### src/weights.hex
// One signed 8-bit weight per line in two's complement hex
// Line n holds the weight for out_ch = n / 4 and in_ch = n % 4
03
fd
7f
80
11
ef
05
01
c0
40
ff
22

### src/logic/conv_loop_pkg.sv
package conv_loop_pkg;

	//////////////////////////////////////////////////
	// Dimensions

	localparam int IMAGE_WIDTH  = 4;
	localparam int IMAGE_SIZE   = IMAGE_WIDTH * IMAGE_WIDTH;
	localparam int CH_IN        = 4;
	localparam int CH_OUT       = 3;
	localparam int FMAP_DEPTH   = CH_IN * IMAGE_SIZE;
	localparam int WEIGHT_COUNT = CH_OUT * CH_IN;

	// Idle cycles between passes, one row plus one
	localparam int PASS_GAP  = IMAGE_WIDTH + 1;
	localparam int GAP_WIDTH = $clog2(PASS_GAP);

	//////////////////////////////////////////////////
	// Data and index types

	typedef logic signed [15:0] pixel_t;
	typedef logic signed [7:0]  weight_t;
	typedef logic signed [31:0] acc_t;

	typedef logic [$clog2(FMAP_DEPTH)-1:0] fmap_addr_t;
	typedef logic [$clog2(IMAGE_SIZE)-1:0] pix_idx_t;
	typedef logic [$clog2(CH_IN)-1:0]      ch_in_idx_t;
	typedef logic [1:0]                    ch_out_idx_t;

	// Sequencer states
	typedef enum logic [1:0] {
		LOAD,
		REPLAY,
		GAP,
		DONE
	} seq_state_t;

	// Rides along with every replayed buffer word
	typedef struct packed {
		ch_out_idx_t out_ch;
		ch_in_idx_t  in_ch;
		pix_idx_t    pix;
	} fmap_tag_t;

	typedef struct packed {
		ch_out_idx_t out_ch;
		pix_idx_t    pix;
		acc_t        value;
	} result_t;

endpackage

### src/logic/fmap_buffer.sv
module fmap_buffer (
	input  logic                     clk,
	input  logic                     en,
	input  logic                     we,
	input  conv_loop_pkg::fmap_addr_t addr,
	input  conv_loop_pkg::pixel_t     wdata,
	output conv_loop_pkg::pixel_t     rdata
);

	import conv_loop_pkg::*;

	// One full input feature map, channel major
	pixel_t mem [FMAP_DEPTH];

	//////////////////////////////////////////////////
	// Single port, write first, registered read

	always_ff @(posedge clk) begin
		if (en) begin
			if (we) begin
				mem[addr] <= wdata;
				// New data shows on the read port
				rdata     <= wdata;
			end else begin
				rdata <= mem[addr];
			end
		end
	end

endmodule

### src/logic/loop_sequencer.sv
module loop_sequencer (
	input  logic                      clk,
	input  logic                      reset,
	input  logic                      in_valid,
	input  conv_loop_pkg::pixel_t     in_pixel,
	output logic                      busy,
	output logic                      mem_en,
	output logic                      mem_we,
	output conv_loop_pkg::fmap_addr_t mem_addr,
	output conv_loop_pkg::pixel_t     mem_wdata,
	output logic                      issue_valid,
	output conv_loop_pkg::fmap_tag_t  issue_tag
);

	import conv_loop_pkg::*;

	localparam fmap_addr_t LAST_ADDR = fmap_addr_t'(FMAP_DEPTH - 1);
	localparam ch_out_idx_t LAST_OUT_CH = ch_out_idx_t'(CH_OUT - 1);
	localparam logic [GAP_WIDTH-1:0] LAST_GAP = GAP_WIDTH'(PASS_GAP - 1);

	seq_state_t state;
	fmap_addr_t addr;
	ch_out_idx_t out_ch;
	logic [GAP_WIDTH-1:0] gap_cnt;

	// Input pixel held one cycle before the write
	logic wr_pending;
	pixel_t wdata_q;

	logic accept;
	logic last_addr;

	assign last_addr = (addr == LAST_ADDR);

	// High from the last write until the return to LOAD
	assign busy   = (state != LOAD) || (wr_pending && last_addr);
	assign accept = in_valid && !busy;

	//////////////////////////////////////////////////
	// Buffer and issue side

	assign mem_en      = wr_pending || (state == REPLAY);
	assign mem_we      = wr_pending;
	assign mem_addr    = addr;
	assign mem_wdata   = wdata_q;
	assign issue_valid = (state == REPLAY);

	// Plane and position straight from the address
	assign issue_tag.out_ch = out_ch;
	assign issue_tag.in_ch  = ch_in_idx_t'(addr / IMAGE_SIZE);
	assign issue_tag.pix    = pix_idx_t'(addr % IMAGE_SIZE);

	always_ff @(posedge clk) begin
		if (accept) begin
			wdata_q <= in_pixel;
		end
	end

	//////////////////////////////////////////////////
	// Load and replay FSM

	always_ff @(posedge clk) begin
		if (reset) begin
			state      <= LOAD;
			addr       <= '0;
			out_ch     <= '0;
			gap_cnt    <= '0;
			wr_pending <= 1'b0;
		end else begin
			wr_pending <= accept;
			case (state)
				LOAD: begin
					if (wr_pending) begin
						// Wraps to zero after the last word
						addr <= addr + 1'b1;
						if (last_addr) begin
							state  <= REPLAY;
							out_ch <= '0;
						end
					end
				end
				REPLAY: begin
					addr <= addr + 1'b1;
					if (last_addr) begin
						gap_cnt <= '0;
						if (out_ch == LAST_OUT_CH) begin
							state <= DONE;
						end else begin
							state <= GAP;
						end
					end
				end
				GAP: begin
					gap_cnt <= gap_cnt + 1'b1;
					if (gap_cnt == LAST_GAP) begin
						state  <= REPLAY;
						out_ch <= out_ch + 1'b1;
					end
				end
				DONE: begin
					state <= LOAD;
					addr  <= '0;
				end
				default: begin
					state <= LOAD;
				end
			endcase
		end
	end

endmodule

### src/logic/weight_rom.sv
module weight_rom (
	input  logic                       clk,
	input  conv_loop_pkg::ch_out_idx_t out_ch,
	input  conv_loop_pkg::ch_in_idx_t  in_ch,
	output conv_loop_pkg::weight_t     weight
);

	import conv_loop_pkg::*;

	localparam int IDX_WIDTH = $clog2(WEIGHT_COUNT);

	// Output channel major, CH_IN entries per row
	weight_t table_q [WEIGHT_COUNT];

	logic [IDX_WIDTH-1:0] idx;

	initial begin
		$readmemh("/design/src/weights.hex", table_q);
	end

	assign idx = IDX_WIDTH'(out_ch) * IDX_WIDTH'(CH_IN) + IDX_WIDTH'(in_ch);

	always_ff @(posedge clk) begin
		weight <= table_q[idx];
	end

endmodule

### src/logic/pointwise_mac.sv
module pointwise_mac (
	input  logic                     clk,
	input  logic                     reset,
	input  logic                     word_valid,
	input  conv_loop_pkg::fmap_tag_t word_tag,
	input  conv_loop_pkg::pixel_t    pixel,
	input  conv_loop_pkg::weight_t   weight,
	output logic                     result_valid,
	output conv_loop_pkg::result_t   result
);

	import conv_loop_pkg::*;

	localparam ch_in_idx_t LAST_IN_CH = ch_in_idx_t'(CH_IN - 1);

	// One running sum per pixel position
	acc_t acc_mem [IMAGE_SIZE];

	acc_t product;
	acc_t sum;
	logic first_ch;
	logic last_ch;

	//////////////////////////////////////////////////
	// Multiply and accumulate

	// Both operands widened first, so the product is signed
	assign product  = acc_t'(pixel) * acc_t'(weight);
	assign first_ch = (word_tag.in_ch == '0);
	assign last_ch  = (word_tag.in_ch == LAST_IN_CH);

	// First channel of a pass starts a fresh sum
	assign sum = first_ch ? product : acc_mem[word_tag.pix] + product;

	always_ff @(posedge clk) begin
		if (word_valid) begin
			acc_mem[word_tag.pix] <= sum;
		end
	end

	//////////////////////////////////////////////////
	// Result register

	always_ff @(posedge clk) begin
		if (word_valid && last_ch) begin
			result.out_ch <= word_tag.out_ch;
			result.pix    <= word_tag.pix;
			result.value  <= sum;
		end
	end

	always_ff @(posedge clk) begin
		if (reset) begin
			result_valid <= 1'b0;
		end else begin
			// Only the last input plane finishes a pixel
			result_valid <= word_valid && last_ch;
		end
	end

endmodule

### src/logic/conv_loop_top.sv
module conv_loop_top (
	input  logic                   clk,
	input  logic                   reset,
	input  logic                   in_valid,
	input  conv_loop_pkg::pixel_t  in_pixel,
	output logic                   busy,
	output logic                   result_valid,
	output conv_loop_pkg::result_t result
);

	import conv_loop_pkg::*;

	logic       mem_en;
	logic       mem_we;
	fmap_addr_t mem_addr;
	pixel_t     mem_wdata;
	pixel_t     mem_rdata;

	logic      issue_valid;
	fmap_tag_t issue_tag;
	weight_t   weight;

	// Issue side delayed to meet buffer and ROM output
	logic      word_valid;
	fmap_tag_t word_tag;

	loop_sequencer loop_sequencer_inst (
		.clk        (clk),
		.reset      (reset),
		.in_valid   (in_valid),
		.in_pixel   (in_pixel),
		.busy       (busy),
		.mem_en     (mem_en),
		.mem_we     (mem_we),
		.mem_addr   (mem_addr),
		.mem_wdata  (mem_wdata),
		.issue_valid(issue_valid),
		.issue_tag  (issue_tag)
	);

	fmap_buffer fmap_buffer_inst (
		.clk  (clk),
		.en   (mem_en),
		.we   (mem_we),
		.addr (mem_addr),
		.wdata(mem_wdata),
		.rdata(mem_rdata)
	);

	weight_rom weight_rom_inst (
		.clk   (clk),
		.out_ch(issue_tag.out_ch),
		.in_ch (issue_tag.in_ch),
		.weight(weight)
	);

	//////////////////////////////////////////////////
	// One stage alignment

	always_ff @(posedge clk) begin
		word_tag <= issue_tag;
	end

	always_ff @(posedge clk) begin
		if (reset) begin
			word_valid <= 1'b0;
		end else begin
			word_valid <= issue_valid;
		end
	end

	pointwise_mac pointwise_mac_inst (
		.clk         (clk),
		.reset       (reset),
		.word_valid  (word_valid),
		.word_tag    (word_tag),
		.pixel       (mem_rdata),
		.weight      (weight),
		.result_valid(result_valid),
		.result      (result)
	);

endmodule

### config.mk
export PLATFORM = sky130hd
export DESIGN_NAME = conv_loop_top
export DESIGN_NICKNAME = d
export VERILOG_FILES = /design/src/logic/conv_loop_pkg.sv /design/src/logic/fmap_buffer.sv /design/src/logic/loop_sequencer.sv /design/src/logic/weight_rom.sv /design/src/logic/pointwise_mac.sv /design/src/logic/conv_loop_top.sv
export SDC_FILE = /design/constraint.sdc
export NUM_CORES = 1
export LEC_CHECK = 0
export BUFFER_PORTS_ARGS = -buffer_cell sky130_fd_sc_hd__buf_2
export CORE_ASPECT_RATIO = 1.4
export CORE_UTILIZATION = 46
export DETAILED_ROUTE_END_ITERATION = 16
export PLACE_DENSITY = 0.81
export SETUP_SLACK_MARGIN = 0.05
export SYNTH_ARGS = -nofsm -noshare
export SYNTH_HDL_FRONTEND = slang
export SYNTH_SLANG_ARGS = --single-unit
### constraint.sdc
create_clock -name clk -period 1.8 [get_ports clk]
set_clock_uncertainty 0.2 [all_clocks]
set_input_delay 0.09 -clock clk [delete_from_list [all_inputs] [get_ports clk]]
set_output_delay 0.09 -clock clk [all_outputs]
set_load 0.1 [all_outputs]
Yosys cells after proc, flatten, opt, wreduce, memory -nomap -nowiden

Memory sizes are Yosys's and may differ from the RTL's. A register that Yosys moved wholly into a read port is not among the register bits.
Cells that the tools add are included.

Eq/ne operators: 11
Multipliers: 1
Add/sub/neg operators: 4
Multiplexer cells: 20
Reductions and logical operators: 16

Operator list:

| kind                                                   | count |
|---|---|
| adder 32 bit                                           | 1 |
| two-way mux 32 bit                                     | 1 |
| multiplier 16 x 8 -> 24 bit                            | 1 |
| one-hot mux 6 bit (3 select lines)                     | 1 |
| two-way mux 2 bit                                      | 7 |
| equality test 2 bit (second input constant)            | 4 |
| inequality test 2 x 1 -> 1 bit (second input constant) | 4 |
| one-hot mux 2 bit (4 select lines)                     | 1 |
| AND reduction 4 bit                                    | 2 |
| adder 6 x 1 -> 6 bit (second input constant)           | 1 |
| equality test 6 bit (second input constant)            | 1 |
| two-way mux 1 bit                                      | 6 |
| two-way mux 6 bit                                      | 1 |
| one-hot mux 3 bit (2 select lines)                     | 1 |
| nonzero test 2 bit                                     | 3 |
| logical NOT 2 bit                                      | 2 |
| one-hot mux 2 bit (2 select lines)                     | 1 |
| AND reduction 2 bit                                    | 2 |
| adder 3 x 1 -> 3 bit (second input constant)           | 1 |
| equality test 3 bit (second input constant)            | 1 |
| logical AND 1 bit                                      | 3 |
| two-way mux 3 bit                                      | 1 |
| nonzero test 3 bit                                     | 1 |
| adder 2 x 1 -> 2 bit (second input constant)           | 1 |
| 3 further kinds                                        | 4 |

Bits of input ports: 19
Output and inout port bits: 40
Bits in registers: 86
RAM bits: 1536
Logic and storage cells: 69
Memories kept: 2

Memory list:

| memory                     | words | bits a word | rd ports | clocked after Yosys merged registers in | write ports | line                | source |
|---|---|---|---|---|---|---|---|
| fmap_buffer_inst.mem       | 64    | 16          | 1        | 1                                       | 1           | fmap_buffer.sv:13   | `pixel_t mem [FMAP_DEPTH];` |
| pointwise_mac_inst.acc_mem | 16    | 32          | 1        | 1                                       | 1           | pointwise_mac.sv:17 | `acc_t acc_mem [IMAGE_SIZE];` |

Logic depth before layout (Yosys ltp)

Depth after elaboration: 5
Mapped depth: 6
Gate-level depth less buffers: 6

Modules after synthesis

Synthesis repeated with hierarchy kept, for this count alone.

Cell total of the unflattened synthesis: 3951
Area total of the unflattened synthesis: 68886.1 µm²

By module, submodules not included:

| module         | sequential area each (µm²) | cells each | area each (µm²) | instances |
|---|---|---|---|---|
| fmap_buffer    | 31230.0                    | 2211       | 40343.7         | 1 |
| pointwise_mac  | 16535.9                    | 1612       | 26984.6         | 1 |
| loop_sequencer | 760.7                      | 109        | 1300.0          | 1 |
| conv_loop_top  | 180.2                      | 10         | 193.9           | 1 |
| weight_rom     | 0.0                        | 9          | 63.8            | 1 |

Least setup slack after synthesis

OpenSTA, ideal clock, no wires.

Path type: flip-flop to flip-flop
Start point: register loop_sequencer_inst.addr[0], in the netlist loop_sequencer_inst.mem_addr[0]
End point: register loop_sequencer_inst.wr_pending, in the netlist loop_sequencer_inst.mem_we
Buffers on the path: 0
Period minus slack after synthesis: 2064 ps
Arrival time: 1783 ps
Stages on the path, launching flop included: 6
Required time: 1519 ps
Library setup time: 81 ps
Path slack: -264 ps
Cells stage by stage: dfxtp_1 -> ha_1 -> and3_4 -> and3_4 -> a211o_1 -> nor3b_2

Word-level cells in the longest chain between the ends: 5

RTL lines:

| what                   | line                 | source |
|---|---|---|
| start, declared        | loop_sequencer.sv:22 | `fmap_addr_t addr;` |
| start signal, assigned | loop_sequencer.sv:75 | `addr <= addr + 1'b1;` |
| start signal, assigned | loop_sequencer.sv:83 | `addr <= addr + 1'b1;` |
| equality test 6 bit    | loop_sequencer.sv:33 | `assign last_addr = (addr == LAST_ADDR);` |
| logical AND 1 bit      | loop_sequencer.sv:36 | `assign busy = (state != LOAD) \|\| (wr_pending && last_addr);` |
| logical OR 1 bit       | loop_sequencer.sv:36 |  |
| named net busy         | conv_loop_top.sv:6   | `output logic busy,` |
| logical NOT 1 bit      | loop_sequencer.sv:37 | `assign accept = in_valid && !busy;` |
| logical AND 1 bit      | loop_sequencer.sv:37 |  |
| end signal, assigned   | loop_sequencer.sv:70 | `wr_pending <= accept;` |
| end, declared          | loop_sequencer.sv:27 | `logic wr_pending;` |

The timed path passes the listed nets, and every way through them passes these cells.
A chain may end at the register's enable or synchronous reset.

Worst setup path in the final report

Start point: register loop_sequencer_inst.addr[0], in the netlist loop_sequencer_inst.mem_addr[0]
End point: output busy

Word-level cells in the longest chain between the ends: 3

RTL lines:

| what                | line |
|---|---|
| equality test 6 bit | loop_sequencer.sv:33 |
| logical AND 1 bit   | loop_sequencer.sv:36 |
| logical OR 1 bit    | loop_sequencer.sv:36 |
| end, declared       | conv_loop_top.sv:6 |

No other way between the ends.

==> metrics <==
status complete, but fails checks; failing checks setup timing; Register Area 664 um^2; DP HPWL 1.47 mm; Pwr per Cell Area 900 nW/um^2; vias in the first global route 789; die height 66.2 um; #FFs+latches synth 30; synthesized cell area 1350 um^2; Post-synth EDFFs 6; internal power 0.000843 W; Crit path largest cell delay 0.35 ns; Leak 0.662 nW; Netlist cell types 37; post-synth top area share 0.355; GRT overflow 0; IO Count 59; fin crit period 1.97 ns; Routed Antenna Nets 0; Setup CP Type flop to primary output; die area 3170 um^2; RSZ-0062 raised after global routing true; Post-Route WL 2.09 mm; layout net count 184; fmax 0.509 GHz; CP Cell Sequence ha_4, and3_4, and3_4, a211o_4, buf_12; first-pass GRT wire length 3.28 mm; Yosys top cell by area dfxtp_1; H-tree depth 2; Req. time, crit path 1.51 ns; post-layout util 0.563; Max Slew Vio Count 0; hold crit path type flop to flop; beginning of the worst hold path loop_sequencer_inst.out_ch[0]; pin count of the biggest net entering global routing 15; Multi-input gate area 578 um^2; placed cell area 1370 um^2; Critical path origin loop_sequencer_inst.mem_addr[0]; GP Congestion 0.798; Seq/Total Area, Yosys 0.488; synth top area cells dfxtp_1 35%, buf_4 18%, edfxtp_1 13%; Worst R2R Start loop_sequencer_inst.mem_addr[0]; sequential share of power 0.508; Sw Share 0.383; fin area 1520 um^2; # setup viols final 1; crit path max fanout 2; Post-Syn Instances 135; Crit. End Element primary output; GR Util All Layers 0.151; clk buf depth 2; final worst slack -0.166 ns; Worst EP arrival 1.68 ns; maximum vdd drop 0.504 mV; synth warn 0; CP startpoint kind flop; number of port buffers 10; initial antenna violation count 0; CTS buffer count 5; Worst path slowest cell dfxtp_2; switching power 0.000523 W; DRC viols 0; Place WS 0.0487 ns; die width 47.9 um; Hold Vio Cnt, Final 0; clock latency on the worst-skew pair 0.33 ns; Async SR Flop Fraction 0; Tcrit/Tclk final 1.09; Syn-to-layout area delta 12.2%; WL/cell 10.6 um; TritonCTS clock tree yes; n_diodes 0; Fillers 254; 1st-iter DRT viols 47; Synth Flop Type dfxtp_1; CTS Sinks 30; initial core utilization 0.502; Pre-antenna DRT Iters 4; fraction of layout cells with a size suffix above 1 0.235; Reg clk slew, reported paths 0.08 ns; Core Area 2700 um^2; Top cell by count, worst path and3_4; Post-Synthesis Mean Instance Area 10.0 um^2; drt via density 4.66; FP Rows 22; power share of the clock group 0.257; via count of the routed design 923; Root Buffer clkbuf_4; total power 0.00137 W; max-cap violations 0; Logic pwr share 0.235
==> cell usage in the layout, fill, tap and decap left out, types with 2 or more instances in the layout <==
master	count
a21oi_1	8
a22oi_1	2
and3_4	2
buf_2	9
buf_4	11
clkbuf_4	5
clkinv_1	3
conb_1	32
dfxtp_1	21
dfxtp_2	3
dlygate4sd3_1	2
edfxtp_1	6
ha_1	3
inv_1	4
nor2_1	14
nor2b_1	2
nor3_1	5
o21ai_1	4
xor2_1	3
==> through the flow <==
| step | setup TNS, ns | cells | hold slack, ns |
|---|---|---|---|
| 3_3_place_gp | 0 | 183 | 0.131 |
| 2_1_floorplan | 0 | 166 | -0.0393 |
| 4_1_cts | -0.192 | 196 | 0.162 |
| 5_1_grt | -0.209 | 198 | 0.176 |
| 6_report | -0.166 | 198 | 0.161 |
| 3_5_place_dp | 0 | 183 | 0.141 |
==> cell families (layout without fill, tap and decap cells) <==
logic type	Yosys count	count (layout)	share of synthesized area
compound gates	22	22	0.0998
other cells	1	32	0.00277
simple gates	35	35	0.147
mux	1	1	0.00832
fa+ha+maj	4	4	0.0370
xor+xnor	3	3	0.0194
flops	30	30	0.488
buf+inv	39	35	0.198
==> synth_stat cells (all sizes together), types with 2 or more instances <==
library cell / instances
nor2b: 3
or2: 2
and3: 4
a22oi: 2
nor2: 14
ha: 4
xor2: 3
nor3: 5
buf: 33
dfxtp: 24
a21oi: 8
inv: 4
clkbuf: 2
edfxtp: 6
o21ai: 5
==> critical path, delay by kind of cell (launching register included) <==
| family | cells | cell delay, ns |
|---|---|---|
| AND/OR/NAND/NOR | 2 | 0.36 |
| flip-flops | 1 | 0.35 |
| AO/OA/AOI/OAI | 1 | 0.33 |
| adder cells (fa/ha/maj) | 1 | 0.15 |
| buffers and inverters | 1 | 0.17 |
==> flip-flops by register name (all words and copies together), names as in the netlist <==
signal	cells
word_tag	8
loop_sequencer_inst.mem_addr	6
pointwise_mac_inst.result	6
loop_sequencer_inst.gap_cnt	3
loop_sequencer_inst.out_ch	2
loop_sequencer_inst.state	2
loop_sequencer_inst.mem_we	1
pointwise_mac_inst.result_valid	1
word_valid	1
==> power groups by stage <==
stage          logic (W)  registers (W)  clock network (W)
2_1_floorplan   0.000359       0.000709                  0
3_3_place_gp    0.000314       0.000708                  0
3_5_place_dp    0.000315       0.000709                  0
4_1_cts         0.000319       0.000694           0.000365
5_1_grt         0.000329       0.000695           0.000386
6_report        0.000321       0.000694           0.000351
==> layer usage <==
| metal | vias to the layer above | track usage | share of wire |
|---|---|---|---|
| met5 | - | 0 | 0 |
| met1 | 426 | 0.153 | 0.37 |
| met4 | 0 | 0.0833 | 0.021 |
| li1 | 447 | - | - |
| met3 | 5 | 0.0601 | 0.071 |
| met2 | 45 | 0.250 | 0.53 |
==> worst paths after layout <==
kind | endpoint | depth (start not counted) | slack [ns]
setup / recovery | busy | 5 | -0.17
hold reg to reg | word_tag[6] | 0 | 0.16
setup reg to reg | loop_sequencer_inst.mem_we | 6 | 0.08
hold / removal | word_tag[6] | 0 | 0.16
==> layout make-up <==
type | count | area share
well taps | 36 | 0.0297
multi-input cells | 97 | 0.381
clock inverters | 3 | 0.00741
repair buffers | 23 | 0.110
inverters | 4 | 0.00988
clock buffers | 5 | 0.0247
flip-flops and latches | 30 | 0.437
==> repair_timing <==
action / in CTS / in global routing
resized for setup: 5 / 3
gates cloned: 0 / 0
hold buffers: 2 / 0
setup buffers: 3 / 2
endpoints found under the setup margin: 1 / 3
endpoints found under the hold margin: 13 / 0
pin swaps: 2 / 4
Note: power is estimated with default switching activity, not from simulation.
